==> src/design/mem_bus_pkg.sv <==
package mem_bus_pkg;

	// memory geometry
	localparam int MEM_WORDS   = 4096;
	localparam int MEM_INDEX_W = 12;

	// cycles from an accepted read to its data
	localparam int MEM_READ_LATENCY = 2;
	localparam int LAT_CNT_W        = $clog2(MEM_READ_LATENCY + 1);

	typedef logic [31:0] word_t;
	typedef logic [31:0] addr_t;
	// one mask bit per data bit
	typedef logic [31:0] mask_t;
	typedef logic [MEM_INDEX_W-1:0] mem_index_t;
	typedef logic [LAT_CNT_W-1:0] lat_cnt_t;

	typedef enum logic [1:0] {
		NOP   = 2'd0,
		READ  = 2'd1,
		WRITE = 2'd2
	} mem_cmd_e;

	// word command toward the memory
	typedef struct packed {
		mem_cmd_e cmd;
		addr_t    addr;
		word_t    wdata;
		mask_t    wmask;
	} mem_req_t;

endpackage

==> src/design/core_access_pkg.sv <==
package core_access_pkg;

	// core side reuses the bus word and address types
	import mem_bus_pkg::*;

	// low address bits that select a byte lane
	typedef logic [1:0] byte_off_t;

	typedef enum logic [1:0] {
		BYTE = 2'd0,
		HALF = 2'd1,
		WORD = 2'd2
	} access_size_e;

	// load or store request from the core
	typedef struct packed {
		logic         is_store;
		access_size_e size;
		logic         is_signed;
		addr_t        addr;
		// store data, right aligned
		word_t        data;
	} ls_req_t;

	// delivered instruction with its pc
	typedef struct packed {
		addr_t pc;
		word_t instr;
	} fetch_out_t;

endpackage

==> src/design/load_store_unit.sv <==
module load_store_unit
	import mem_bus_pkg::*;
	import core_access_pkg::*;
(
	input  logic     clk,
	input  logic     rst,
	input  logic     ls_start,
	input  ls_req_t  ls_req,
	output logic     ls_busy,
	output word_t    load_data,
	output logic     ls_done,
	output mem_req_t d_cmd,
	input  logic     d_done,
	input  word_t    rdata
);

	ls_req_t   req_q;
	logic      busy;
	byte_off_t off;
	mask_t     size_mask;
	word_t     lane_data;
	word_t     ext_data;

	assign off     = ls_req.addr[1:0];
	assign ls_busy = busy;

	// lanes covered by the access size
	always_comb begin
		case (ls_req.size)
			BYTE:    size_mask = 32'h0000_00ff;
			HALF:    size_mask = 32'h0000_ffff;
			default: size_mask = '1;
		endcase
	end

	// word command, valid for one cycle from idle
	always_comb begin
		d_cmd.cmd   = NOP;
		d_cmd.addr  = '0;
		d_cmd.wdata = '0;
		d_cmd.wmask = '0;
		if (ls_start && !busy) begin
			d_cmd.cmd   = ls_req.is_store ? WRITE : READ;
			d_cmd.addr  = {ls_req.addr[31:2], 2'b00};
			// shift data and mask into their byte lanes
			d_cmd.wdata = ls_req.data << {off, 3'b000};
			d_cmd.wmask = ls_req.is_store ? (size_mask << {off, 3'b000}) : '0;
		end
	end

	// addressed lanes down to bit 0
	assign lane_data = rdata >> {req_q.addr[1:0], 3'b000};

	always_comb begin
		case (req_q.size)
			BYTE: ext_data = req_q.is_signed ? {{24{lane_data[7]}}, lane_data[7:0]}
			                                 : {24'd0, lane_data[7:0]};
			HALF: ext_data = req_q.is_signed ? {{16{lane_data[15]}}, lane_data[15:0]}
			                                 : {16'd0, lane_data[15:0]};
			default: ext_data = rdata;
		endcase
	end

	// request and load result
	always_ff @(posedge clk) begin
		if (ls_start && !busy) begin
			req_q <= ls_req;
		end
		if (busy && d_done && !req_q.is_store) begin
			load_data <= ext_data;
		end
	end

	always_ff @(posedge clk) begin
		if (rst) begin
			busy    <= 1'b0;
			ls_done <= 1'b0;
		end else begin
			ls_done <= 1'b0;
			if (ls_start && !busy) begin
				busy <= 1'b1;
			end else if (busy && d_done) begin
				busy    <= 1'b0;
				ls_done <= 1'b1;
			end
		end
	end

endmodule

==> config.mk <==
export PLATFORM = sky130hd
export DESIGN_NAME = load_store_unit
export DESIGN_NICKNAME = d
export VERILOG_FILES = /design/src/design/mem_bus_pkg.sv /design/src/design/core_access_pkg.sv /design/src/design/load_store_unit.sv
export SDC_FILE = /design/constraint.sdc
export NUM_CORES = 1
export LEC_CHECK = 0
export ABC_AREA = 1
export BUFFER_PORTS_ARGS = -buffer_cell sky130_fd_sc_hd__buf_4
export CAP_MARGIN = 15
export CORE_AREA = 2 2 92 94
export DETAILED_ROUTE_END_ITERATION = 6
export DIE_AREA = 0 0 94 96
export PLACE_DENSITY = 0.78
export SLEW_MARGIN = 10
export SYNTH_ARGS = -nofsm -noshare
export SYNTH_HDL_FRONTEND = slang
export SYNTH_SLANG_ARGS = --single-unit
==> constraint.sdc <==
create_clock -name clk -period 6.9 [get_ports clk]
set_input_delay 1.38 -clock clk [delete_from_list [all_inputs] [get_ports clk]]
set_output_delay 1.38 -clock clk [all_outputs]
set_load 0.1 [all_outputs]
After elaboration in Yosys (flattened, before gate mapping) --
Cells that the tools add are included.
Word-level totals: register bits after elaboration 40, input bits 104, output and inout port bits 132, logic and storage cells 31
Operators by class: eq/ne operators 2, shifts and indexed selects 3, muxes and demuxes 10, reductions and logical operators 9
Operators by type and width (number):
- $pmux 32 s2 | 2
- $mux 98 | 1
- $mux 32 | 3
- $shl 32x5->32 | 2
- $shr 32x5->16 | 1
- $eq 2x1->1 const B | 2
- $logic_not 2->1 | 2
- $logic_and 1x1->1 | 3
- $mux 1 | 3
- $logic_not 1->1 | 2
- $mux 2 | 1
- $reduce_bool 2->1 | 1
- $reduce_or 2->1 | 1

Depth between registers and ports, before layout --
word-level depth 5, gate-level depth with buffers 8, mapped depth without buffers 6

Least setup slack after synthesis --
OpenSTA, ideal clock, no wires.
kind input-to-output, start input ls_start, end output d_cmd[17] in the netlist's numbering, arrival 5.581 ns, data required time 5.520 ns, path slack -0.061 ns, stages on the path 7, buffers on the path 1, path through inv_1 -> nor2_4 -> inv_2 -> nor2_1 -> o21ai_0 -> a21oi_1 -> buf_4
RTL lines:
- from (decl) | line load_store_unit.sv:7 | input logic ls_start,
- to (decl) | line load_store_unit.sv:12 | output mem_req_t d_cmd,

==> impl_metrics.csv <==
group,metric,value,unit
global_route,antenna_found_initial,0,
synthesis,syn-cell-area,3080,sq um
worst_setup_path,crit_path_top_delay_cell,"nor2_1",
cells_and_area,nFillCells,720,
cells_and_area,layout_commonest_cell,"buf_4",
worst_setup_path,cp-start-kind,"input pin",
timing,finalHoldViolCount,0,
worst_setup_path,cp_top_family,"simple AND/OR/NAND/NOR gates",
synthesis,synth_mux_area_frac,0.0521,
synthesis,synth-simple-area-share,0.280,
hold_path,hp-class,"flop to flop",
drt,firstDrtPassIters,4,
cts,clk_pin_slew,0.08,ns
drt,wire_per_inst,14.2,um
drt,dr.max_layer_used,"met4",
drt,route.met3.wl,1.14,mm
worst_setup_path,crit_chain,"buf_4 > inv_1 > nor2_4 > inv_2 > nor2_1 > o31ai_1 > nor2_1 > buf_4",
power,power.leakage,0.00249,uW
worst_setup_path,worst-r2r-cell-count,6,
cells_and_area,drive_gt1_frac,0.437,
cts,cts_sinks,40,
synthesis,synth_top_family_by_area,"simple AND/OR/NAND/NOR gates",
worst_setup_path,critical_path_required,5.52,ns
worst_setup_path,crit_type,"input pin to output port",
timing,finClkSkew,0.00383,ns
cts,clkLatencyLatePin,0.29,ns
cells_and_area,layout_common_cells,"buf_4 (235), nand2_1 (81), nor2_1 (67)",
timing,rsz0062_at_grt,"no",
cells_and_area,n_antenna_cell,0,
cells_and_area,final_nets,705,
cts,post-cts-setup-buffer-count,0,
synthesis,synth.distinct_cells,28,
timing,max_freq,219,MHz
cells_and_area,areaGrowthSynthToFinish,53.3,%
cts,h-tree-depth,2,
worst_setup_path,max_stage_delay,0.39,ns
synthesis,yosysSeqAreaShare,0.384,
placed_design,hpwl,8.05,mm
cts,cts_buffer_depth,2,
cts,cts_buffers,5,
drt,vias,3407,
synthesis,ys_ff_latch,40,
timing,period_needed,4.56,ns
drt,met2_length,5.22,mm
timing,finalCritPeriodShare,0.661,
cts,root_buffer,"clkbuf_8",
timing,tightest_slew,0.903,ns
cts,ctsHoldBuffers,0,
floorplanning,ios,236,
cts,cts_tree,"built",
run_status,status,"completed",
synthesis,synthAdderAreaFrac,0,
floorplanning,die_w,94,um
global_route,grt_pass1_vias,3139,
worst_setup_path,cp_num_buf_inv,4,
drt,routed_wl,10.0,mm
floorplanning,num_rows,33,
placed_design,place_inst,699,
timing,slew_headroom,0.398,
timing,finalSetupViolCount,0,
drt,final_antenna_net_count,0,
worst_setup_path,crit_fanout,34,
power,power_density,199,nW/um^2
floorplanning,die_h,96,um
drt,via_per_inst,4.82,
placed_design,dpl-instance-area,4600,sq um
synthesis,synth_cells,411,
drt,drtIter0Drc,168,
timing,setup_tns,0,ns
placed_design,gp_congestion,0.923,
cells_and_area,fin_cells,707,
drt,wirelength_met1,3.46,mm
global_route,grt_pass1_wl,15.0,mm
global_route,grt_use_total,0.210,
global_route,gr-total-overflow,0,
worst_setup_path,cp.depth,8,
placed_design,portBuffers,233,
hold_path,min_path_cells,2,
timing,hold_slack,0.560,ns
synthesis,avgSynthCellArea,7.48,sq um
run,cap_violations,0,
floorplanning,die-area,9020,sq um
cts,cts_resized,0,
synthesis,synth_compound_area_frac,0.103,
synthesis,yosys_warnings,0,
worst_setup_path,end_kind,"output port",
synthesis,synth_xor_area_frac,0,
worst_setup_path,cp.arrival,3.18,ns
floorplanning,start_util,0.382,
drt,drc_errors,0,
timing,drv_slew,0,
global_route,grt_max_degree,35,
floorplanning,core_area,8050,sq um
cells_and_area,finalInstanceArea,4710,sq um
power,irDropWorstVdd,0.0000932,V
==> cell type report <==
type                    count  area, sq um  share of cell area
repair buffers            235         1760               0.374
multi-input cells         274         1350               0.287
flip-flops and latches     40         1180               0.251
inverters                  45          174              0.0369
well taps                 105          131              0.0279
clock buffers               5         68.8              0.0146
clock inverters             3         42.5             0.00903
==> path summary, 6_finish.rpt <==
kind	start	end	slack (ns)
worst max-delay path	ls_start	d_cmd[30]	2.34
worst min-delay path	ls_busy	ls_busy	0.56
worst max register to register	req_q[32]	load_data[21]	4.65
worst min register to register	ls_busy	ls_busy	0.56
==> worst reg2reg max path: cells and delay by family, from the launching register on <==
family | cells | cell delay (ns)
buf+inv | 1 | 0.22
flops | 1 | 0.94
simple gates | 5 | 0.94
==> routing by layer <==
layer	vias up	global-route usage
li1	1686	-
met2	188	0.375
met5	-	0
met4	0	0.0857
met1	1510	0.234
met3	23	0.0642
==> through the flow <==
| stage | utilization | setup slack (ns) | total power [uW] |
|---|---|---|---|
| 2_1_floorplan | - | 0.194 | 646 |
| 3_3_place_gp | 0.572 | 2.35 | 748 |
| 3_5_place_dp | 0.572 | 2.27 | 752 |
| 4_1_cts | 0.585 | 2.26 | 939 |
| 5_1_grt | 0.585 | 2.10 | 969 |
| 6_report | 0.585 | 2.34 | 937 |
==> where the power goes <==
part / leakage [uW] / total (uW) / internal, uW / switching, uW
Combinational: 0.00207 / 461 / 112 / 349
Clock: 0.0000541 / 189 / 107 / 82.3
Sequential: 0.000368 / 287 / 277 / 9.44
==> state kept, by name, summed over array words and instances, names as in the netlist <==
register / cells
load_data: 32
ls_busy: 1
ls_done: 1
req_q: 6
==> logic make-up after synthesis <==
kind of cell           after synthesis
buffers and inverters               98
multiplexers                        16
AO/OA/AOI/OAI                       58
AND/OR/NAND/NOR                    198
other                                1
flip-flops                          40
==> Yosys cell counts <==
master / count / area [sq um]
nand3_1: 33 / 165
nand2_1: 81 / 304
nor3_1: 1 / 5.00
inv_1: 41 / 154
buf_6: 6 / 67.6
o21ai_1: 3 / 15.0
nand3_4: 1 / 17.5
nand3_2: 1 / 10.0
clkbuf_1: 5 / 18.8
buf_4: 33 / 248
mux2i_1: 16 / 160
clkinv_1: 1 / 3.75
dfxtp_1: 2 / 40.0
inv_2: 1 / 3.75
clkbuf_2: 1 / 5.00
a21oi_1: 2 / 10.0
nor2_1: 68 / 255
buf_2: 8 / 40.0
o21ai_0: 34 / 170
nor2_8: 1 / 20.0
or2_2: 8 / 50.1
o31ai_1: 1 / 7.51
nor2_4: 2 / 22.5
inv_4: 2 / 12.5
conb_1: 1 / 3.75
o22ai_1: 18 / 113
edfxtp_1: 38 / 1140
nand2_2: 2 / 12.5
No activity file was read; power rests on OpenSTA's default activity.
