--- src/design/mem_bus_pkg.sv ---
package mem_bus_pkg;

	// memory geometry
	localparam int MEM_WORDS   = 4096;
	localparam int MEM_INDEX_W = 12;

	// cycles from an accepted read to its data
	localparam int MEM_READ_LATENCY = 2;
	localparam int LAT_CNT_W        = $clog2(MEM_READ_LATENCY + 1);

	typedef logic [31:0] word_t;
	typedef logic [31:0] addr_t;
	// one mask bit per data bit
	typedef logic [31:0] mask_t;
	typedef logic [MEM_INDEX_W-1:0] mem_index_t;
	typedef logic [LAT_CNT_W-1:0] lat_cnt_t;

	typedef enum logic [1:0] {
		NOP   = 2'd0,
		READ  = 2'd1,
		WRITE = 2'd2
	} mem_cmd_e;

	// word command toward the memory
	typedef struct packed {
		mem_cmd_e cmd;
		addr_t    addr;
		word_t    wdata;
		mask_t    wmask;
	} mem_req_t;

endpackage

--- src/design/mem_interface.sv ---
module mem_interface
	import mem_bus_pkg::*;
(
	input  logic     clk,
	input  logic     rst,

	// instruction side
	input  logic     inst_start,
	input  addr_t    i_addr,
	output logic     inst_ready,
	output word_t    inst,
	output logic     inst_valid,

	// data side
	input  mem_req_t d_cmd,
	output logic     d_cmd_ready,
	output word_t    rdata,
	output logic     rdata_valid,
	output logic     d_done,

	// memory side
	output logic     mem_start,
	output mem_req_t mem_req,
	input  logic     mem_ready,
	input  word_t    mem_rdata,
	input  logic     mem_rdata_valid
);

	typedef enum logic [1:0] {
		WAIT_CMD,
		WAIT_MEM_READY,
		WAIT_MEM_READ,
		FINISH
	} state_e;

	state_e   state;
	// current memory access belongs to the fetch
	logic     cmd_is_inst;
	addr_t    i_addr_q;
	mem_req_t d_cmd_q;
	word_t    inst_q;
	logic     inst_valid_q;
	word_t    rdata_q;
	logic     rdata_valid_q;
	logic     d_is_op;
	logic     accept;
	mem_req_t fetch_req;

	assign d_is_op = (d_cmd.cmd != NOP);
	assign accept  = (state == WAIT_CMD) && (inst_start || d_is_op);

	// one shared ready for both sides
	assign inst_ready  = (state == WAIT_CMD);
	assign d_cmd_ready = (state == WAIT_CMD);

	assign inst        = inst_q;
	assign inst_valid  = inst_valid_q;
	assign rdata       = rdata_q;
	assign rdata_valid = rdata_valid_q;

	// completion of a data command, read or write
	assign d_done = (state == FINISH) && !cmd_is_inst;

	// fetch is always a plain word read
	always_comb begin
		fetch_req.cmd   = READ;
		fetch_req.addr  = i_addr_q;
		fetch_req.wdata = '0;
		fetch_req.wmask = '0;
	end

	assign mem_req   = cmd_is_inst ? fetch_req : d_cmd_q;
	assign mem_start = (state == WAIT_MEM_READY) && mem_ready;

	// saved fetch address and read results
	always_ff @(posedge clk) begin
		if (accept) begin
			i_addr_q <= i_addr;
		end
		if (state == WAIT_MEM_READ && mem_rdata_valid) begin
			if (cmd_is_inst) begin
				inst_q <= mem_rdata;
			end else begin
				rdata_q <= mem_rdata;
			end
		end
	end

	// sequencer
	always_ff @(posedge clk) begin
		if (rst) begin
			state         <= WAIT_CMD;
			cmd_is_inst   <= 1'b0;
			d_cmd_q.cmd   <= NOP;
			inst_valid_q  <= 1'b0;
			rdata_valid_q <= 1'b0;
		end else begin
			case (state)
				WAIT_CMD: begin
					if (accept) begin
						// data command saved whole, NOP when only a fetch arrives
						d_cmd_q <= d_cmd;
						// fetch goes first when both arrive
						cmd_is_inst <= inst_start;
						if (inst_start) begin
							inst_valid_q <= 1'b0;
						end
						if (d_is_op) begin
							rdata_valid_q <= 1'b0;
						end
						state <= WAIT_MEM_READY;
					end
				end
				WAIT_MEM_READY: begin
					if (mem_ready) begin
						// write completes once the memory takes it
						if (cmd_is_inst || d_cmd_q.cmd == READ) begin
							state <= WAIT_MEM_READ;
						end else begin
							state <= FINISH;
						end
					end
				end
				WAIT_MEM_READ: begin
					if (mem_rdata_valid) begin
						if (cmd_is_inst) begin
							inst_valid_q <= 1'b1;
						end else begin
							rdata_valid_q <= 1'b1;
						end
						state <= FINISH;
					end
				end
				FINISH: begin
					// pending data command after the fetch
					if (cmd_is_inst && d_cmd_q.cmd != NOP) begin
						cmd_is_inst <= 1'b0;
						state       <= WAIT_MEM_READY;
					end else begin
						state <= WAIT_CMD;
					end
				end
				default: begin
					state <= WAIT_CMD;
				end
			endcase
		end
	end

endmodule

--- config.mk ---
export PLATFORM = sky130hd
export DESIGN_NAME = mem_interface
export DESIGN_NICKNAME = d
export VERILOG_FILES = /design/src/design/mem_bus_pkg.sv /design/src/design/mem_interface.sv
export SDC_FILE = /design/constraint.sdc
export NUM_CORES = 1
export LEC_CHECK = 0
export BUFFER_PORTS_ARGS = -buffer_cell sky130_fd_sc_hd__buf_2
export CORE_AREA = 2 2 132 134
export CTS_BUF_LIST = sky130_fd_sc_hd__clkbuf_8 sky130_fd_sc_hd__clkbuf_16
export DETAILED_ROUTE_END_ITERATION = 8
export DIE_AREA = 0 0 134 136
export GPL_ROUTABILITY_DRIVEN = 0
export PLACE_DENSITY = 0.76
export SYNTH_ARGS = -nofsm -noshare
export SYNTH_HDL_FRONTEND = slang
export SYNTH_SLANG_ARGS = --single-unit
--- constraint.sdc ---
create_clock -name clk -period 7.6 [get_ports clk]
set_clock_uncertainty 0.15 [all_clocks]
set_input_delay 1.14 -clock clk [delete_from_list [all_inputs] [get_ports clk]]
set_output_delay 1.14 -clock clk [all_outputs]
set_load 0.02 [all_outputs]
-- After elaboration in Yosys (flattened, before gate mapping)
Cells that the tools add are included.
- register bits after elaboration: 199
- bits in latches: 0
- bits in writable memories: 0
- ROM bits: 0
- bits of input ports: 167
- output and inout port bits: 168
- memories kept: 0
- $add $sub $neg: 0
- multipliers: 0
- div/mod/pow operators: 0
- $lt $le $gt $ge: 0
- equal/unequal tests: 12
- shift operators: 0
- muxes and demuxes: 20
- bitwise gates (word level): 2
- reduce and logical (&&, ||, !) cells: 21
- operator list (cell ; count):
    $mux W98 ; 1
    $mux W1 ; 12
    $ne A2 B2 Y1 const B ; 5
    $reduce_and A5 Y1 ; 2
    $reduce_and A3 Y1 ; 3
    $pmux W2 S4 ; 1
    $reduce_bool A2 Y1 ; 4
    $mux W2 ; 3
    $ne A2 B1 Y1 const B ; 3
    $pmux W1 S2 ; 3
    $reduce_and A2 Y1 ; 3
    $logic_and A1 B1 Y1 ; 5
    $eq A2 B1 Y1 const B ; 2
    $eq A2 B2 Y1 const B ; 2
    $logic_not A2 Y1 ; 1
    $logic_or A1 B1 Y1 ; 2
    $not A1 Y1 ; 2
    $logic_not A1 Y1 ; 1

-- Logic depth before layout (Yosys ltp)
- depth after elaboration: 5
- gate-level depth with buffers: 6

-- Worst setup path before layout
No wires, ideal clock.
- kind: in2reg
- from: input d_cmd[97] (netlist bit)
- to: register d_cmd_q[0] (netlist bit), enable pin
- setup time: 561 ps
- data arrival time: 6004 ps
- data required time: 6889 ps
- path slack: 885 ps
- stages: 2
- cells stage by stage: o31a_2 nor2b_1
- longest elaborated chain between the ends: 4
- ends and longest elaborated chain (what ; RTL line ; source):
    start, declared ; mem_interface.sv:15 ; input mem_req_t d_cmd,
    $reduce_bool A2 Y1 ; mem_interface.sv:49 ; assign d_is_op = (d_cmd.cmd != NOP);
    $logic_or A1 B1 Y1 ; mem_interface.sv:50 ; assign accept = (state == WAIT_CMD) && (inst_start || d_is_op);
    $logic_and A1 B1 Y1 ; mem_interface.sv:50 ;
    $reduce_and A3 Y1 (no source line) ; -- ;
    end signal, assigned ; mem_interface.sv:102 ; d_cmd_q <= d_cmd;
    end, declared ; mem_interface.sv:40 ; mem_req_t d_cmd_q;
No other way between the ends.
A chain may end at the register's enable or synchronous reset.

==> impl_metrics.env <==
export IMPL_grt_pass1_wl_um=24600
export IMPL_grt_overflow=0
export IMPL_root_buffer="clkbuf_16"
export IMPL_globalRouteMet3Util=0.0630
export IMPL_busiest_layer="met2"
export IMPL_reg2reg_depth=5
export IMPL_dr_pass1_iters=4
export IMPL_drc=0
export IMPL_met1_usage=0.196
export IMPL_end_kind="output pin"
export IMPL_synth_edf_count=192
export IMPL_antenna_left=0
export IMPL_clock_sinks=199
export IMPL_start_util=0.421
export IMPL_min_from="inst_valid$_SDFFE_PP0P_"
export IMPL_synth_cell_types=32
export IMPL_grt_max_degree=66
export IMPL_dpl_hpwl_um=13200
export IMPL_rsz0062_at_grt="no"
export IMPL_gr_usage_all_layers=0.186
export IMPL_antenna_found_initial=3
export IMPL_cts_resized=0
export IMPL_max_stage_delay_ps=650
export IMPL_critPathKind="flip-flop to output pin"
export IMPL_hold_path_class="flip-flop to flip-flop"
export IMPL_num_nets_final=875
export IMPL_synth_top_area_share=0.811
export IMPL_worstReg2RegEnd="d_cmd_q[19]$_DFFE_PP_"
export IMPL_synth_nets=532
export IMPL_powerDensity_nw_per_um2=353
export IMPL_period_needed_ps=3600
export IMPL_drt_iter0_drc=162
export IMPL_coreArea_sq_um=16900
export IMPL_cts_tree="yes"
export IMPL_synth_top_cell_by_area="edfxtp_1"
export IMPL_synthArstFlopShare=0
export IMPL_synth_warnings=0
export IMPL_rows=48
export IMPL_slew_violations=0
export IMPL_dieArea_sq_um=18200
export IMPL_clk_pin_slew_ps=70
export IMPL_max_cap_violations=0
export IMPL_tns_ps=0
export IMPL_seq_area_frac_synth=0.831
export IMPL_die_width_um=134
export IMPL_yosys_register_bits=199
export IMPL_htreeDepth=4
export IMPL_grt_pass1_vias=4464
export IMPL_holdPathStages=2
export IMPL_hold_viol=0
export IMPL_slew_limit_headroom=0.433
export IMPL_place_area_sq_um=9020
export IMPL_finish_utilization=0.569
export IMPL_holdBufCountCts=0
export IMPL_crit_family="buffers and inverters"
export IMPL_outcome="finished clean"
export IMPL_vias_per_cell=4.63
export IMPL_crit_chain="buf_4, mux2_2, buf_2"
export IMPL_crit_cells=3
export IMPL_die_h_um=136
export IMPL_synthTopCellsByArea="edfxtp_1, nor2b_1, mux2_2"
export IMPL_finalSetupViolCount=0
export IMPL_syn_inst=360
export IMPL_nFillCells=1355
export IMPL_timing_hold_ws_ps=400
export IMPL_grtUsageMet2=0.343
export IMPL_tightest_slew_ps=851
export IMPL_synth_top_flop_cell="edfxtp_1"
export IMPL_holdPathEnd="inst_valid$_SDFFE_PP0P_"
export IMPL_clock_latency_ps=420
export IMPL_start_kind="flip-flop"
export IMPL_post_drt_wl_per_cell_um=18.4
export IMPL_io_buffers=334
export IMPL_max_freq_mhz=278
export IMPL_p_leak_nw=3.94
export IMPL_synth_area_sq_um=7110
export IMPL_syn_avg_cell_area_sq_um=19.7
export IMPL_worstReg2RegStart="state[0]$_SDFFE_PP0P_"
export IMPL_drive_above_1_share=0.570
export IMPL_clockBufferDepth=2
export IMPL_min_period_over_period=0.473
export IMPL_wl_um=17300
export IMPL_layout_commonest_cell="buf_2"
export IMPL_crit_fanout=65
export IMPL_peakVddDrop_v=0.000277
export IMPL_fin_area_sq_um=9590
export IMPL_cp_slowest_cell="buf_4"
export IMPL_path_buf_inv=2
export IMPL_io_pins=335
export IMPL_vias=4364
export IMPL_cts_setup_buffers=0
export IMPL_arrival_ps=2310
export IMPL_pre_cts_ws_ps=4190
export IMPL_mostFrequentLayoutCells="buf_2, edfxtp_1, nor2b_1, mux2_2, clkbuf_16"
export IMPL_cts_buffers=17
export IMPL_r2r_slack_ps=4470
export IMPL_fin_ws_ps=4000
export IMPL_required_ps=6310
export IMPL_synthToLayoutAreaGrowth_pct=35.0
-- synth_stat cells (all sizes together), types with 2 or more instances --
cell      n
nor3      2
or3b      2
a22oi     2
mux2     32
nor2      2
nand2b    2
and3      3
a31oi     3
a21oi     3
nor2b    68
or2b      3
o21ai     4
ha        5
buf       7
inv       3
clkbuf    8
dfxtp     7
edfxtp  192
-- worst max-delay path by stage --
stage                                        start                     to  slack (ps)
final                     cmd_is_inst$_SDFFE_PP0P_            mem_req[64]        4000
after global routing      cmd_is_inst$_SDFFE_PP0P_            mem_req[65]        3840
after floorplan                          d_cmd[97]   d_cmd_q[0]$_DFFE_PP_         880
after global placement                   d_cmd[97]  d_cmd_q[51]$_DFFE_PP_        4270
after detailed placement                 d_cmd[97]  d_cmd_q[49]$_DFFE_PP_        4190
after CTS                 cmd_is_inst$_SDFFE_PP0P_            mem_req[87]        3960
-- logic make-up (layout without fill, tap and decap cells) --
kind of cell | after synthesis | after routing | synth area share
simple gates | 88 | 88 | 0.0787
other cells | 0 | 1 | 0
mux | 33 | 33 | 0.0521
compound gates | 17 | 17 | 0.0160
fa+ha+maj | 5 | 5 | 0.00880
flops | 199 | 199 | 0.831
buf+inv | 18 | 374 | 0.0132
-- flip-flops by register name (all words and copies together), names as in the netlist --
name and flops:
d_cmd_q 98, i_addr_q 32, inst 32, rdata 32, state 2, cmd_is_inst 1
inst_valid 1, rdata_valid 1
-- final cells by class --
cell class                      instances  area, sq um  area share
Antenna cell                            1         2.50    0.000261
Timing Repair Buffer                  339         1710       0.178
Inverter                                3         11.3     0.00117
Multi-Input combinational cell        143         1110       0.116
Sequential cell                       199         5910       0.616
Tap cell                              225          282      0.0293
Clock inverter                         15          141      0.0147
Clock buffer                           17          425      0.0443
-- report_power, final --
group          leakage, nW  total (mW)  internal [mW]  switching (mW)
Sequential            1.85        1.55           1.47          0.0828
Combinational         1.81       0.976          0.329           0.648
Clock                0.278       0.862          0.461           0.401
-- routing by layer --
metal	wire, um	vias up	part of all wire
li1	-	2035	-
met3	1500	24	0.086
met4	348	2	0.020
met1	6110	2062	0.35
met5	7	-	0.00040
met2	9370	241	0.54
-- metrics by stage --
step                      std cells  power, mW
after floorplan                 360       2.20
after global placement          909       2.54
after detailed placement        909       2.57
after CTS                       941       3.43
after global routing            941       3.54
final                           942       3.39
-- worst min-delay path: cells and delay by family, from the launching register on --
family	cells	cell delay (ps)
AOI/OAI and AO/OA	1	120
DFF	1	330
and+or+nand+nor	1	50
Note: power is estimated with default switching activity, not from simulation.
