### src/design/mem_bus_pkg.sv
package mem_bus_pkg;

	// memory geometry
	localparam int MEM_WORDS   = 4096;
	localparam int MEM_INDEX_W = 12;

	// cycles from an accepted read to its data
	localparam int MEM_READ_LATENCY = 2;
	localparam int LAT_CNT_W        = $clog2(MEM_READ_LATENCY + 1);

	typedef logic [31:0] word_t;
	typedef logic [31:0] addr_t;
	// one mask bit per data bit
	typedef logic [31:0] mask_t;
	typedef logic [MEM_INDEX_W-1:0] mem_index_t;
	typedef logic [LAT_CNT_W-1:0] lat_cnt_t;

	typedef enum logic [1:0] {
		NOP   = 2'd0,
		READ  = 2'd1,
		WRITE = 2'd2
	} mem_cmd_e;

	// word command toward the memory
	typedef struct packed {
		mem_cmd_e cmd;
		addr_t    addr;
		word_t    wdata;
		mask_t    wmask;
	} mem_req_t;

endpackage

### src/design/core_access_pkg.sv
package core_access_pkg;

	// core side reuses the bus word and address types
	import mem_bus_pkg::*;

	// low address bits that select a byte lane
	typedef logic [1:0] byte_off_t;

	typedef enum logic [1:0] {
		BYTE = 2'd0,
		HALF = 2'd1,
		WORD = 2'd2
	} access_size_e;

	// load or store request from the core
	typedef struct packed {
		logic         is_store;
		access_size_e size;
		logic         is_signed;
		addr_t        addr;
		// store data, right aligned
		word_t        data;
	} ls_req_t;

	// delivered instruction with its pc
	typedef struct packed {
		addr_t pc;
		word_t instr;
	} fetch_out_t;

endpackage

### src/design/inst_fetch_unit.sv
module inst_fetch_unit
	import mem_bus_pkg::*;
	import core_access_pkg::*;
(
	input  logic       clk,
	input  logic       rst,
	input  logic       redirect,
	input  addr_t      redirect_pc,
	input  logic       fetch_next,
	output logic       fetch_busy,
	output fetch_out_t fetch_out,
	output logic       instr_valid,
	output logic       inst_start,
	output addr_t      i_addr,
	input  logic       inst_valid,
	input  word_t      inst
);

	addr_t pc;
	logic  busy;
	logic  valid_prev;
	logic  inst_rise;

	// new instruction shows as a rising inst_valid
	assign inst_rise = inst_valid && !valid_prev;

	// requests while busy are dropped
	assign inst_start = fetch_next && !busy;
	assign i_addr     = pc;
	assign fetch_busy = busy;

	// deliver the instruction with its pc
	always_ff @(posedge clk) begin
		if (busy && inst_rise) begin
			fetch_out.pc    <= pc;
			fetch_out.instr <= inst;
		end
	end

	always_ff @(posedge clk) begin
		if (rst) begin
			pc          <= '0;
			busy        <= 1'b0;
			valid_prev  <= 1'b0;
			instr_valid <= 1'b0;
		end else begin
			valid_prev  <= inst_valid;
			instr_valid <= 1'b0;
			if (inst_start) begin
				busy <= 1'b1;
			end else if (redirect && !busy) begin
				// redirect only from idle
				pc <= redirect_pc;
			end
			if (busy && inst_rise) begin
				busy        <= 1'b0;
				instr_valid <= 1'b1;
				// next sequential word
				pc          <= pc + addr_t'(4);
			end
		end
	end

endmodule

### config.mk
export PLATFORM = sky130hd
export DESIGN_NAME = inst_fetch_unit
export DESIGN_NICKNAME = d
export VERILOG_FILES = /design/src/design/mem_bus_pkg.sv /design/src/design/core_access_pkg.sv /design/src/design/inst_fetch_unit.sv
export SDC_FILE = /design/constraint.sdc
export NUM_CORES = 1
export LEC_CHECK = 0
export ABC_AREA = 1
export BUFFER_PORTS_ARGS = -buffer_cell sky130_fd_sc_hd__clkbuf_2
export CORE_UTILIZATION = 42
export CTS_CLUSTER_DIAMETER = 60
export DETAILED_ROUTE_END_ITERATION = 10
export PLACE_DENSITY = 0.79
export SETUP_SLACK_MARGIN = 0.05
export SLEW_MARGIN = 20
export SYNTH_ARGS = -nofsm -noshare
export SYNTH_HDL_FRONTEND = slang
export SYNTH_SLANG_ARGS = --single-unit
export TNS_END_PERCENT = 10
### constraint.sdc
create_clock -name clk -period 2.35 [get_ports clk]
set_clock_uncertainty 0.05 [all_clocks]
set_input_delay 0.235 -clock clk [delete_from_list [all_inputs] [get_ports clk]]
set_output_delay 0.235 -clock clk [all_outputs]
set_load 0.02 [all_outputs]
Yosys cells after proc, flatten, opt, wreduce, memory -nomap -nowiden
Index checks and enable logic that the tools add are counted.
{ "classes": {"add_sub_neg": 1, "eq_ne": 1, "n_mux": 4, "reduce_logical": 9} }
{ "op_table": {"columns": ["op", "count"], "rows": [
  ["32-bit 2-to-1 mux", 3],
  ["32-bit by 3-bit adder with 32-bit output (second input constant)", 1],
  ["1-bit logical AND", 4],
  ["1-bit zero test", 2],
  ["2-bit by 1-bit inequality test with 1-bit output (second input constant)", 1],
  ["2-bit AND reduction", 1],
  ["2-bit nonzero test", 1],
  ["2-bit OR reduction", 1],
  ["1-bit 2-to-1 mux", 1]
]} }
{ "word_totals": {"reg_bits": 99, "input_bits": 69, "out_inout_bits": 99, "elab_cells": 21} }

Logic depth before layout (Yosys ltp)
Gate-level depths: netlist (run 1).
{ "depth": {"word_depth": 5, "depth_mapped": 10, "ltp_nobuf": 10} }

Worst setup path before layout (run 1)
No wires, ideal clock.
{ "synth_path": {"kind": "reg-to-reg", "from": "reg busy (netlist: fetch_busy)", "to": "reg pc[21] (netlist: i_addr[21])", "setup_ns": 0.132, "arrival_ns": 1.988, "required_ns": 2.168, "path_slack_ns": 0.179, "path_stages_with_launch": 9, "path_buffers": 1, "period_less_slack_ns": 2.171, "cell_sequence": "dfxtp_1 > inv_2 > nor2_4 > nand2_4 > inv_2 > buf_2 > nand3_1 > nand2_1 > a21oi_1"} }
{ "synth_via": {"elab_chain_cells": 4, "elab_cells_between_ends": 8, "cone_classes": "eq/ne: 1; mux: 1; reduce/logical: 6"} }
{ "synth_rtl": {"columns": ["element", "line_no", "rtl"], "rows": [
  ["from (decl)", "inst_fetch_unit.sv:20", "logic busy;"],
  ["from (signal assigned)", "inst_fetch_unit.sv:43", "busy <= 1'b0;"],
  ["from (signal assigned)", "inst_fetch_unit.sv:50", "busy <= 1'b1;"],
  ["from (signal assigned)", "inst_fetch_unit.sv:56", "busy <= 1'b0;"],
  ["1-bit zero test", "inst_fetch_unit.sv:28, inst_fetch_unit.sv:51", null],
  ["1-bit logical AND, on equally long branches", "inst_fetch_unit.sv:28, inst_fetch_unit.sv:51", null],
  ["2-bit by 1-bit inequality test with 1-bit output (no line) or 2-bit nonzero test (tied branches)", null, null],
  ["2-bit AND reduction (no line)", null, null],
  ["to (signal assigned)", "inst_fetch_unit.sv:53", "pc <= redirect_pc;"],
  ["to (signal assigned)", "inst_fetch_unit.sv:59", "pc <= pc + addr_t'(4);"],
  ["to (decl)", "inst_fetch_unit.sv:19", "addr_t pc;"]
]} }
Several ways; a longest one is shown, not always the timed one.
A chain may end at the register's enable or synchronous reset.

Worst setup path after layout (run 1)
{ "layout_path": {"from": "reg busy (netlist: fetch_busy)", "to": "reg pc[28] (netlist: i_addr[28])"} }
Same word-level chain as after synthesis.

==> flow_summary_export.csv, run 1 <==
group,metric,value,unit
run_status,outcome,"finished, final reports clean",
final_layout,area_delta_synth_final,35.3,%
setup_path,critPathKind,"reg -> reg",
clock_tree,htreeDepth,3,
clock_tree,cts_buffers,9,
power,irDropWorstVdd,0.000264,V
sta,rsz0062_at_grt,"false",
power,p_int,2.76,mW
setup_path,cp.arrival,1980,ps
floorplanning,num_io_pins,168,
sta,finalCriticalPeriod,1790,ps
synthesis,avgSynthCellArea,8.95,um^2
power,switchingPower,1.02,mW
setup_path,reg2reg_slack,560,ps
clock_tree,clockBufferDepth,2,
floorplanning,start_util,0.437,
placement,place_inst,771,
final_layout,multiInputGateArea,0.00148,mm^2
placement,dpl-instance-area,0.00529,mm^2
synthesis,seq_area_frac_synth,0.608,
power,p_leak,2.33,nW
final_layout,fillers,841,
global_route,antenna_found_initial,0,
sta,max_freq,0.559,GHz
placement,io_buffers,167,
floorplanning,die_h,103,um
synthesis,synthFlopType,"edfxtp_1",
setup_path,crit_required,2540,ps
setup_path,r2r_start,"fetch_busy",
clock_tree,tritoncts,"done",
final_layout,final_cells,819,
route,dr_total_vias,3930,
setup_path,critPathCapture,"i_addr[28]",
global_route,grt_pass1_wl,17.4,mm
clock_tree,ctsResizeCount,0,
synthesis,synth_cells,482,
sta,max_slew.worst_pin.slew,808,ps
setup_path,path_cells,"inv_2, nor2_4, nand2_4, clkinv_2, buf_12, nor2_1, nor2_1, nand2_1, a21oi_1",
synthesis,ys.warnings.count,0,
synthesis,ys_async_sr_fraction,0,
setup_path,cp.depth,9,
final_layout,drive_above_1_share,0.303,
synthesis,synthDominantCellAreaShare,0.445,
setup_path,crit_top_cell,"nor2_1",
setup_path,startpoint_type,"register",
final_layout,seqCellArea,0.00262,mm^2
route,drc,0,
setup_path,r2r_cells,9,
placement,place_congestion,0.850,
setup_path,crit_fanout,40,
synthesis,synth_area,0.00431,mm^2
synthesis,synth_edf_count,64,
setup_path,path_buf_inv,3,
clock_tree,hold_buffers,32,
route,vias_per_cell,4.80,
final_layout,final_util,0.592,
sta,setup-tns-final,0,ps
power,p_sw_frac,0.271,
setup_path,cpMaxStageDelayCell,"dfxtp_1",
global_route,grt_start_max_net_pins,41,
clock_tree,worstSkewPairLatency,380,ps
synthesis,synth_top_area_cell,"edfxtp_1",
sta,hold_viol,0,
floorplanning,die_w,103,um
final_layout,diodes,0,
floorplanning,num_rows,36,
power,p_seq_frac,0.535,
sta,finalSetupViolCount,0,
setup_path,critPathMaxStageDelay,340,ps
global_route,grt_overflow,0,
power,p_per_area,648,mW/mm^2
setup_path,r2r_end,"i_addr[28]",
sta,timing.final.max_slew_violations,0,
clock_tree,postCtsSetupBuffers,0,
synthesis,ys_ff_latch,99,
sta,hold_slack,30.9,ps
global_route,grt_pass1_vias,3611,
synthesis,synth_cell_types,31,
synthesis,synth.top_cells.by_area,"edfxtp_1 45%, dfxtp_1 16%, nand2_1 13%",
route,ant_nets,0,
final_layout,num-nets-final,751,
clock_tree,cts_num_sinks,99,
route,routedWlPerCell,14.0,um
setup_path,setup.worst_path.start,"fetch_busy",
floorplanning,dieArea,0.0107,mm^2
route,first_pass_iters,4,
sta,relSlewSlack,0.461,
floorplanning,core_region_area,0.00986,mm^2
setup_path,critPathTopFamily,"buffers and inverters",
job,cap_violations,0,
global_route,track_usage,0.219,
power,combPwrFrac,0.134,
setup_path,cp-end-kind,"register",
power,pwr-share-clk,0.332,
synthesis,synth_nets,552,
clock_tree,clk_pin_slew_worst_paths,110,ps
hold_path,hold_class,"in -> reg",
route,first_iter_violations,227,
clock_tree,cts-root-buf,"clkbuf_8",
placement,dp_hpwl,8.14,mm
sta,post-route-period-util,0.761,
final_layout,post-route-cell-area,0.00584,mm^2
route,wirelength,11.5,mm
==> how the worst min path moves through the flow <==
stage                    endpoint  depth (start not counted)  slack (ps)            from
floorplan            fetch_out[0]                          0         280         inst[0]
global placement    fetch_out[29]                          1         360        inst[29]
detailed placement   fetch_out[9]                          1         360         inst[9]
CTS                     i_addr[1]                          3          20  redirect_pc[1]
global route           valid_prev                          3          50      inst_valid
finish                  i_addr[1]                          3          30  redirect_pc[1]
==> worst reg2reg max path: stages, from the launching register on <==
cell and delay, ps:
dfxtp_1 340, inv_2 90, nor2_4 40, nand2_4 50
clkinv_2 330, buf_12 340, nor2_1 210, nor2_1 80
nand2_1 80, a21oi_1 50
==> layout by cell type (no fill, tap or decap), types with 2 or more instances in the layout <==
| master | count |
|---|---|
| a21oi_1 | 32 |
| dlygate4sd3_1 | 32 |
| o21ai_0 | 21 |
| inv_2 | 4 |
| dfxtp_1 | 35 |
| buf_4 | 4 |
| edfxtp_1 | 64 |
| or2_0 | 2 |
| clkinv_4 | 2 |
| a211oi_1 | 2 |
| nand3_1 | 27 |
| nor2_2 | 6 |
| inv_1 | 29 |
| clkbuf_2 | 167 |
| nand2_1 | 152 |
| or2_1 | 2 |
| nor2_1 | 68 |
| bufinv_16 | 2 |
| nor2_4 | 5 |
| clkbuf_8 | 9 |
| o21ai_1 | 4 |
| inv_6 | 2 |
==> power groups by stage <==
stage	logic (mW)	registers, mW	clock network, mW
after floorplan	0.189	2.14	0
after global placement	0.455	2.06	0
after detailed placement	0.465	2.06	0
after CTS	0.509	2.02	1.28
after global routing	0.562	2.04	1.33
final	0.506	2.02	1.25
==> cells by family after synthesis <==
| family | count (synthesis) | synth area share |
|---|---|---|
| flip-flops | 99 | 0.608 |
| XOR/XNOR | 1 | 0.00203 |
| AND/OR/NAND/NOR | 268 | 0.260 |
| adder cells (fa/ha/maj) | 1 | 0.00290 |
| AO/OA/AOI/OAI | 63 | 0.0792 |
| buffers and inverters | 50 | 0.0481 |
==> Yosys cell counts, drive strengths merged, types with 2 or more instances <==
cell	count
dfxtp	35
a21oi	33
nand3	27
clkbuf	7
o21ai	25
buf	9
or2	5
inv	34
nand2	154
a211oi	2
nor2	79
edfxtp	64
==> sequential cells by signal, indices dropped and copies added (netlist names) <==
name	cells
fetch_out	64
i_addr	32
fetch_busy	1
instr_valid	1
valid_prev	1
==> per-layer routing <==
metal,GRT usage,vias up,part of all wire
li1,-,1976,-
met1,0.253,1785,0.39
met2,0.396,154,0.52
met3,0.0363,15,0.071
met4,0.101,0,0.020
met5,0,-,0
==> area by class of cell <==
class	count	area share
Sequential cell	99	0.449
Tap cell	133	0.0285
Timing Repair Buffer	204	0.207
Inverter	34	0.0221
Clock inverter	7	0.0182
Clock buffer	9	0.0212
Multi-Input combinational cell	333	0.254
==> through the flow <==
| step | total power [mW] | setup slack, ps |
|---|---|---|
| global placement | 2.51 | 603 |
| finish | 3.78 | 561 |
| global route | 3.93 | 370 |
| CTS | 3.81 | 530 |
| detailed placement | 2.53 | 522 |
| floorplan | 2.33 | 179 |
Power figures use the tool's default switching activity.
==> run 2, diff against run 1 <==
==> constraint.sdc (replaced) <==
create_clock -name clk -period 1.7 [get_ports clk]
set_clock_uncertainty 0.05 [all_clocks]
set_input_delay 0.17 -clock clk [delete_from_list [all_inputs] [get_ports clk]]
set_output_delay 0.17 -clock clk [all_outputs]
set_load 0.02 [all_outputs]
==> flow_summary_export.csv, run 2 (synthesis gave the netlist of run 1 again) <==
group,metric,value,unit
run_status,outcome,"finished, final reports clean",
clock_tree,htreeDepth,3,
sta,finalCriticalPeriod,1590,ps
floorplanning,die_w,103,um
setup_path,crit_fanout,5,
floorplanning,num_io_pins,168,
floorplanning,num_rows,36,
floorplanning,dieArea,0.0107,mm^2
power,switchingPower,1.45,mW
setup_path,setup.worst_path.start,"i_addr[2]",
sta,hold_slack,12.4,ps
setup_path,reg2reg_slack,110,ps
clock_tree,worstSkewPairLatency,380,ps
route,ant_nets,0,
setup_path,r2r_start,"i_addr[2]",
final_layout,seqCellArea,0.00264,mm^2
global_route,grt_start_max_net_pins,40,
final_layout,multiInputGateArea,0.00150,mm^2
setup_path,critPathCapture,"i_addr[26]",
clock_tree,cts-root-buf,"clkbuf_8",
clock_tree,cts_buffers,9,
global_route,grt_pass1_vias,3843,
route,wirelength,12.1,mm
power,p_per_area,874,mW/mm^2
route,dr_total_vias,4123,
final_layout,drive_above_1_share,0.341,
power,p_sw_frac,0.273,
final_layout,area_delta_synth_final,41.1,%
final_layout,post-route-cell-area,0.00609,mm^2
global_route,grt_overflow,0,
sta,max_freq,0.629,GHz
floorplanning,die_h,103,um
setup_path,critPathKind,"reg -> reg",
power,p_seq_frac,0.523,
power,combPwrFrac,0.148,
global_route,track_usage,0.226,
power,p_int,3.87,mW
job,cap_violations,0,
final_layout,largest_reg_flops,64,
floorplanning,start_util,0.437,
route,first_iter_violations,151,
setup_path,crit_required,1930,ps
sta,timing.final.max_slew_violations,0,
route,drc,0,
route,routedWlPerCell,14.4,um
sta,hold_viol,0,
sta,relSlewSlack,0.577,
final_layout,num-nets-final,772,
final_layout,diodes,0,
power,p_leak,2.45,nW
floorplanning,core_region_area,0.00986,mm^2
placement,io_buffers,167,
clock_tree,tritoncts,"done",
final_layout,regMostFlops,"fetch_out",
clock_tree,clockBufferDepth,2,
clock_tree,cts_num_sinks,99,
sta,post-route-period-util,0.935,
setup_path,cp-end-kind,"register",
setup_path,cp.arrival,1820,ps
final_layout,final_cell_mix,"167 x clkbuf_2, 151 x nand2_1, 64 x nor2_1, 64 x edfxtp_1, 36 x dlygate4sd3_1",
power,pwr-share-clk,0.329,
sta,rsz0062_at_grt,"true",
route,first_pass_iters,4,
sta,max_slew.worst_pin.slew,634,ps
placement,place_congestion,0.891,
final_layout,fillers,822,
final_layout,final_common_cell,"clkbuf_2",
hold_path,hold_class,"in -> reg",
sta,setup-tns-final,0,ps
placement,dp_hpwl,8.47,mm
route,vias_per_cell,4.91,
placement,dpl-instance-area,0.00541,mm^2
global_route,grt_pass1_wl,18.0,mm
global_route,antenna_found_initial,0,
sta,finalSetupViolCount,0,
power,irDropWorstVdd,0.000429,V
setup_path,r2r_end,"i_addr[26]",
setup_path,startpoint_type,"register",
setup_path,r2r_cells,10,
clock_tree,clk_pin_slew_worst_paths,100,ps
-- run 2: worst min path at each step --
| stage | startpoint | endpoint | slack, ps | cells after the start |
|---|---|---|---|---|
| after floorplan | inst[0] | fetch_out[0] | 220 | 0 |
| final | fetch_next | fetch_busy | 10 | 3 |
| after detailed placement | inst[22] | fetch_out[22] | 300 | 1 |
| after global placement | inst[29] | fetch_out[29] | 300 | 1 |
| after CTS | fetch_next | fetch_busy | 30 | 3 |
| after global routing | fetch_next | fetch_busy | 40 | 3 |
-- run 2: cell type report --
type	count	area share
flip-flops and latches	99	0.433
multi-input cells	333	0.247
repair buffers	225	0.234
well taps	133	0.0273
inverters	34	0.0214
clock buffers	9	0.0203
clock inverters	7	0.0173
-- run 2: repair_timing --
| action | in CTS | in global routing |
|---|---|---|
| setup endpoints to repair | 1 | 29 |
| gates cloned | 0 | 1 |
| hold endpoints to repair | 36 | 0 |
| gates resized for setup | 1 | 19 |
| buffers inserted | 0 | 3 |
| hold buffers | 36 | 0 |
| pin swaps | 0 | 4 |
-- run 2: worst max-delay path: stages, from the launching register on --
cell and delay (ps):
dfxtp_2 360, ha_1 170, nand2_1 110, nor2_4 140, nand2_2 130, nor2_4 170
nand2_1 90, nand2_1 70, nand3_1 70, nand2_1 70, a21oi_1 60
-- run 2: per-stage QoR --
stage | setup slack [ps] | power, mW | instances | utilization
final | 111 | 5.32 | 840 | 0.617
after global placement | 133 | 3.51 | 784 | 0.548
after CTS | 50.4 | 5.31 | 836 | 0.609
after floorplan | 79.0 | 3.22 | 482 | -
after global routing | 0.596 | 5.50 | 840 | 0.617
after detailed placement | 91.8 | 3.53 | 784 | 0.548
-- run 2: metal layers --
layer  track usage  wire length (um)  vias to the layer above
li1              -                 -                     2021
met1         0.255              4840                     1904
met2         0.409              6130                      173
met3        0.0363               776                       25
met4         0.117               313                        0
met5             0                 0                        -
-- run 2: power by group through the flow --
stage	clock network [mW]	registers, mW	logic [mW]
floorplan	0	2.96	0.264
CTS	1.75	2.78	0.772
global route	1.84	2.80	0.862
finish	1.75	2.79	0.785
global placement	0	2.83	0.683
detailed placement	0	2.83	0.697
==> run 3, diff against run 2 <==
--- a/config.mk
+++ b/config.mk
@@ -7,10 +7,10 @@
 export LEC_CHECK = 0
 export ABC_AREA = 1
 export BUFFER_PORTS_ARGS = -buffer_cell sky130_fd_sc_hd__clkbuf_2
-export CORE_UTILIZATION = 42
+export CORE_UTILIZATION = 49
 export CTS_CLUSTER_DIAMETER = 60
 export DETAILED_ROUTE_END_ITERATION = 10
-export PLACE_DENSITY = 0.79
+export PLACE_DENSITY = 0.89
 export SETUP_SLACK_MARGIN = 0.05
 export SLEW_MARGIN = 20
 export SYNTH_ARGS = -nofsm -noshare
==> constraint.sdc (replaced) <==
create_clock -name clk -period 1.5 [get_ports clk]
set_clock_uncertainty 0.05 [all_clocks]
set_input_delay 0.15 -clock clk [delete_from_list [all_inputs] [get_ports clk]]
set_output_delay 0.15 -clock clk [all_outputs]
set_load 0.02 [all_outputs]
==> flow_summary_export.csv, run 3 (synthesis gave the netlist of run 1 again) <==
group,metric,value,unit
global_route,grt_overflow,0,
setup_path,cpMaxStageDelayCell,"dfxtp_1",
route,drc,0,
power,p_total,5.88,mW
global_route,antenna_found_initial,0,
clock_tree,cts_num_sinks,99,
global_route,grt_pass1_vias,4220,
setup_path,r2r_start,"i_addr[15]",
final_layout,diodes,0,
setup_path,r2r_cells,9,
placement,place_congestion,0.952,
sta,max_freq,0.619,GHz
route,vias_per_cell,5.48,
route,dr_total_vias,4651,
run_status,violations,"setup timing",
floorplanning,start_util,0.515,
final_layout,num-nets-final,808,
sta,setup-tns-final,-689,ps
final_layout,drive_above_1_share,0.417,
route,routedWlPerCell,17.0,um
setup_path,critPathCapture,"i_addr[22]",
floorplanning,dieArea,0.00918,mm^2
sta,timing.final.max_slew_violations,0,
setup_path,critPathKind,"reg -> reg",
sta,hold_viol,0,
setup_path,crit_top_cell,"nand2_1",
placement,dpl_worst_slack,-45.0,ps
floorplanning,core_region_area,0.00838,mm^2
final_layout,final_cell_mix,"166 x clkbuf_2, 143 x nand2_1, 64 x edfxtp_1",
job,cap_violations,0,
clock_tree,htreeDepth,3,
setup_path,setup.worst_path.start,"i_addr[15]",
clock_tree,worstSkewPairLatency,380,ps
clock_tree,clk_pin_slew_worst_paths,110,ps
setup_path,startpoint_type,"register",
route,first_pass_iters,6,
final_layout,regMostFlops,"fetch_out",
setup_path,cp.arrival,1810,ps
global_route,track_usage,0.291,
floorplanning,num_rows,33,
sta,rsz0062_at_grt,"true",
floorplanning,die_w,95.8,um
floorplanning,die_h,95.8,um
final_layout,final_common_cell,"clkbuf_2",
run_status,outcome,"finished with violations",
power,irDropWorstVdd,0.000739,V
setup_path,path_cells,"nand2_1, nor2_1, nand2_1, nor2_4, nand2_1, nand2_1, nand3_1, nand2_1, a21oi_1",
route,ant_nets,0,
route,first_iter_violations,629,
clock_tree,cts_buffers,9,
placement,place_inst,783,
sta,post-route-period-util,1.08,
setup_path,cp-end-kind,"register",
setup_path,cp.depth,9,
sta,fin_ws,-116,ps
floorplanning,num_io_pins,168,
setup_path,r2r_end,"i_addr[22]",
sta,finalCriticalPeriod,1620,ps
setup_path,crit_fanout,5,
global_route,grt_pass1_wl,19.9,mm
final_layout,largest_reg_flops,64,
placement,io_buffers,167,
sta,finalSetupViolCount,16,
final_layout,final_cells,848,
setup_path,critPathMaxStageDelay,410,ps
sta,max_slew.worst_pin.slew,633,ps
setup_path,crit_required,1690,ps
hold_path,hold_class,"in -> reg",
setup_path,reg2reg_slack,-120,ps
sta,relSlewSlack,0.578,
power,p_leak,2.66,nW
clock_tree,clockBufferDepth,2,
route,wirelength,14.4,mm
setup_path,path_buf_inv,0,
setup_path,critPathTopFamily,"simple AND/OR/NAND/NOR gates",
final_layout,area_delta_synth_final,50.1,%
clock_tree,tritoncts,"done",
global_route,grt_start_max_net_pins,32,
placement,dp_hpwl,8.80,mm
power,p_per_area,909,mW/mm^2
clock_tree,cts-root-buf,"clkbuf_8",
==> run 3: changes by cell type in the layout (fill, tap and decap cells not counted), sizes merged <==
cell,before,now
inv,38,37
clkinv,0,3
bufbuf,0,1
clkbuf,177,176
bufinv,2,0
buf,21,57
==> run 3: routing by layer <==
metal / part of all wire / global-route usage / vias to the layer above
li1: - / - / 2089
met1: 0.37 / 0.342 / 2105
met2: 0.48 / 0.503 / 371
met3: 0.10 / 0.0585 / 86
met4: 0.054 / 0.149 / 0
met5: 0 / 0 / -
==> run 3: report_power, final <==
part	internal, mW	switching (mW)	total, mW
Sequential	3.05	0.0933	3.14
Combinational	0.470	0.614	1.08
Clock	0.631	1.03	1.66
Total	4.15	1.74	5.88
==> run 3: timing repair <==
item,in CTS,in global routing
gates resized for setup,17,47
cloned,1,1
hold buffers,36,0
setup buffers,3,8
endpoints found under the hold margin,36,0
pin swaps,6,7
setup endpoints to repair,26,47
==> run 3: worst register-to-register path, cell delays in order (launching register included) <==
cell and delay (ps):
dfxtp_1 410, nand2_1 140, nor2_1 210, nand2_1 150
nor2_4 190, nand2_1 70, nand2_1 70, nand3_1 70
nand2_1 70, a21oi_1 60
==> run 3: final cells by class <==
| class | count | area, um^2 |
|---|---|---|
| flip-flops and latches | 99 | 2660 |
| clock inverters | 7 | 57.6 |
| inverters | 34 | 133 |
| fillers | 517 | 1910 |
| well taps | 105 | 131 |
| clock buffers | 9 | 124 |
| repair buffers | 261 | 1750 |
| multi-input cells | 333 | 1620 |
==> run 3: stage by stage <==
step | cell area, um^2 | utilization | hold WS [ps]
after global placement | 5630 | 0.671 | 276
after CTS | 6280 | 0.749 | 6.88
final | 6470 | 0.773 | 15.0
after global routing | 6470 | 0.773 | 30.3
after detailed placement | 5630 | 0.671 | 279
after floorplan | 4340 | - | 199
==> run 3: how the worst min path moves through the flow <==
stage	slack, ps	start	cells after the start	end
after global placement	280	inst[30]	1	fetch_out[30]
after floorplan	200	inst[0]	0	fetch_out[0]
after detailed placement	280	inst[2]	1	fetch_out[2]
final	20	redirect_pc[3]	3	i_addr[3]
after CTS	7	redirect_pc[3]	3	i_addr[3]
after global routing	30	redirect_pc[3]	3	i_addr[3]
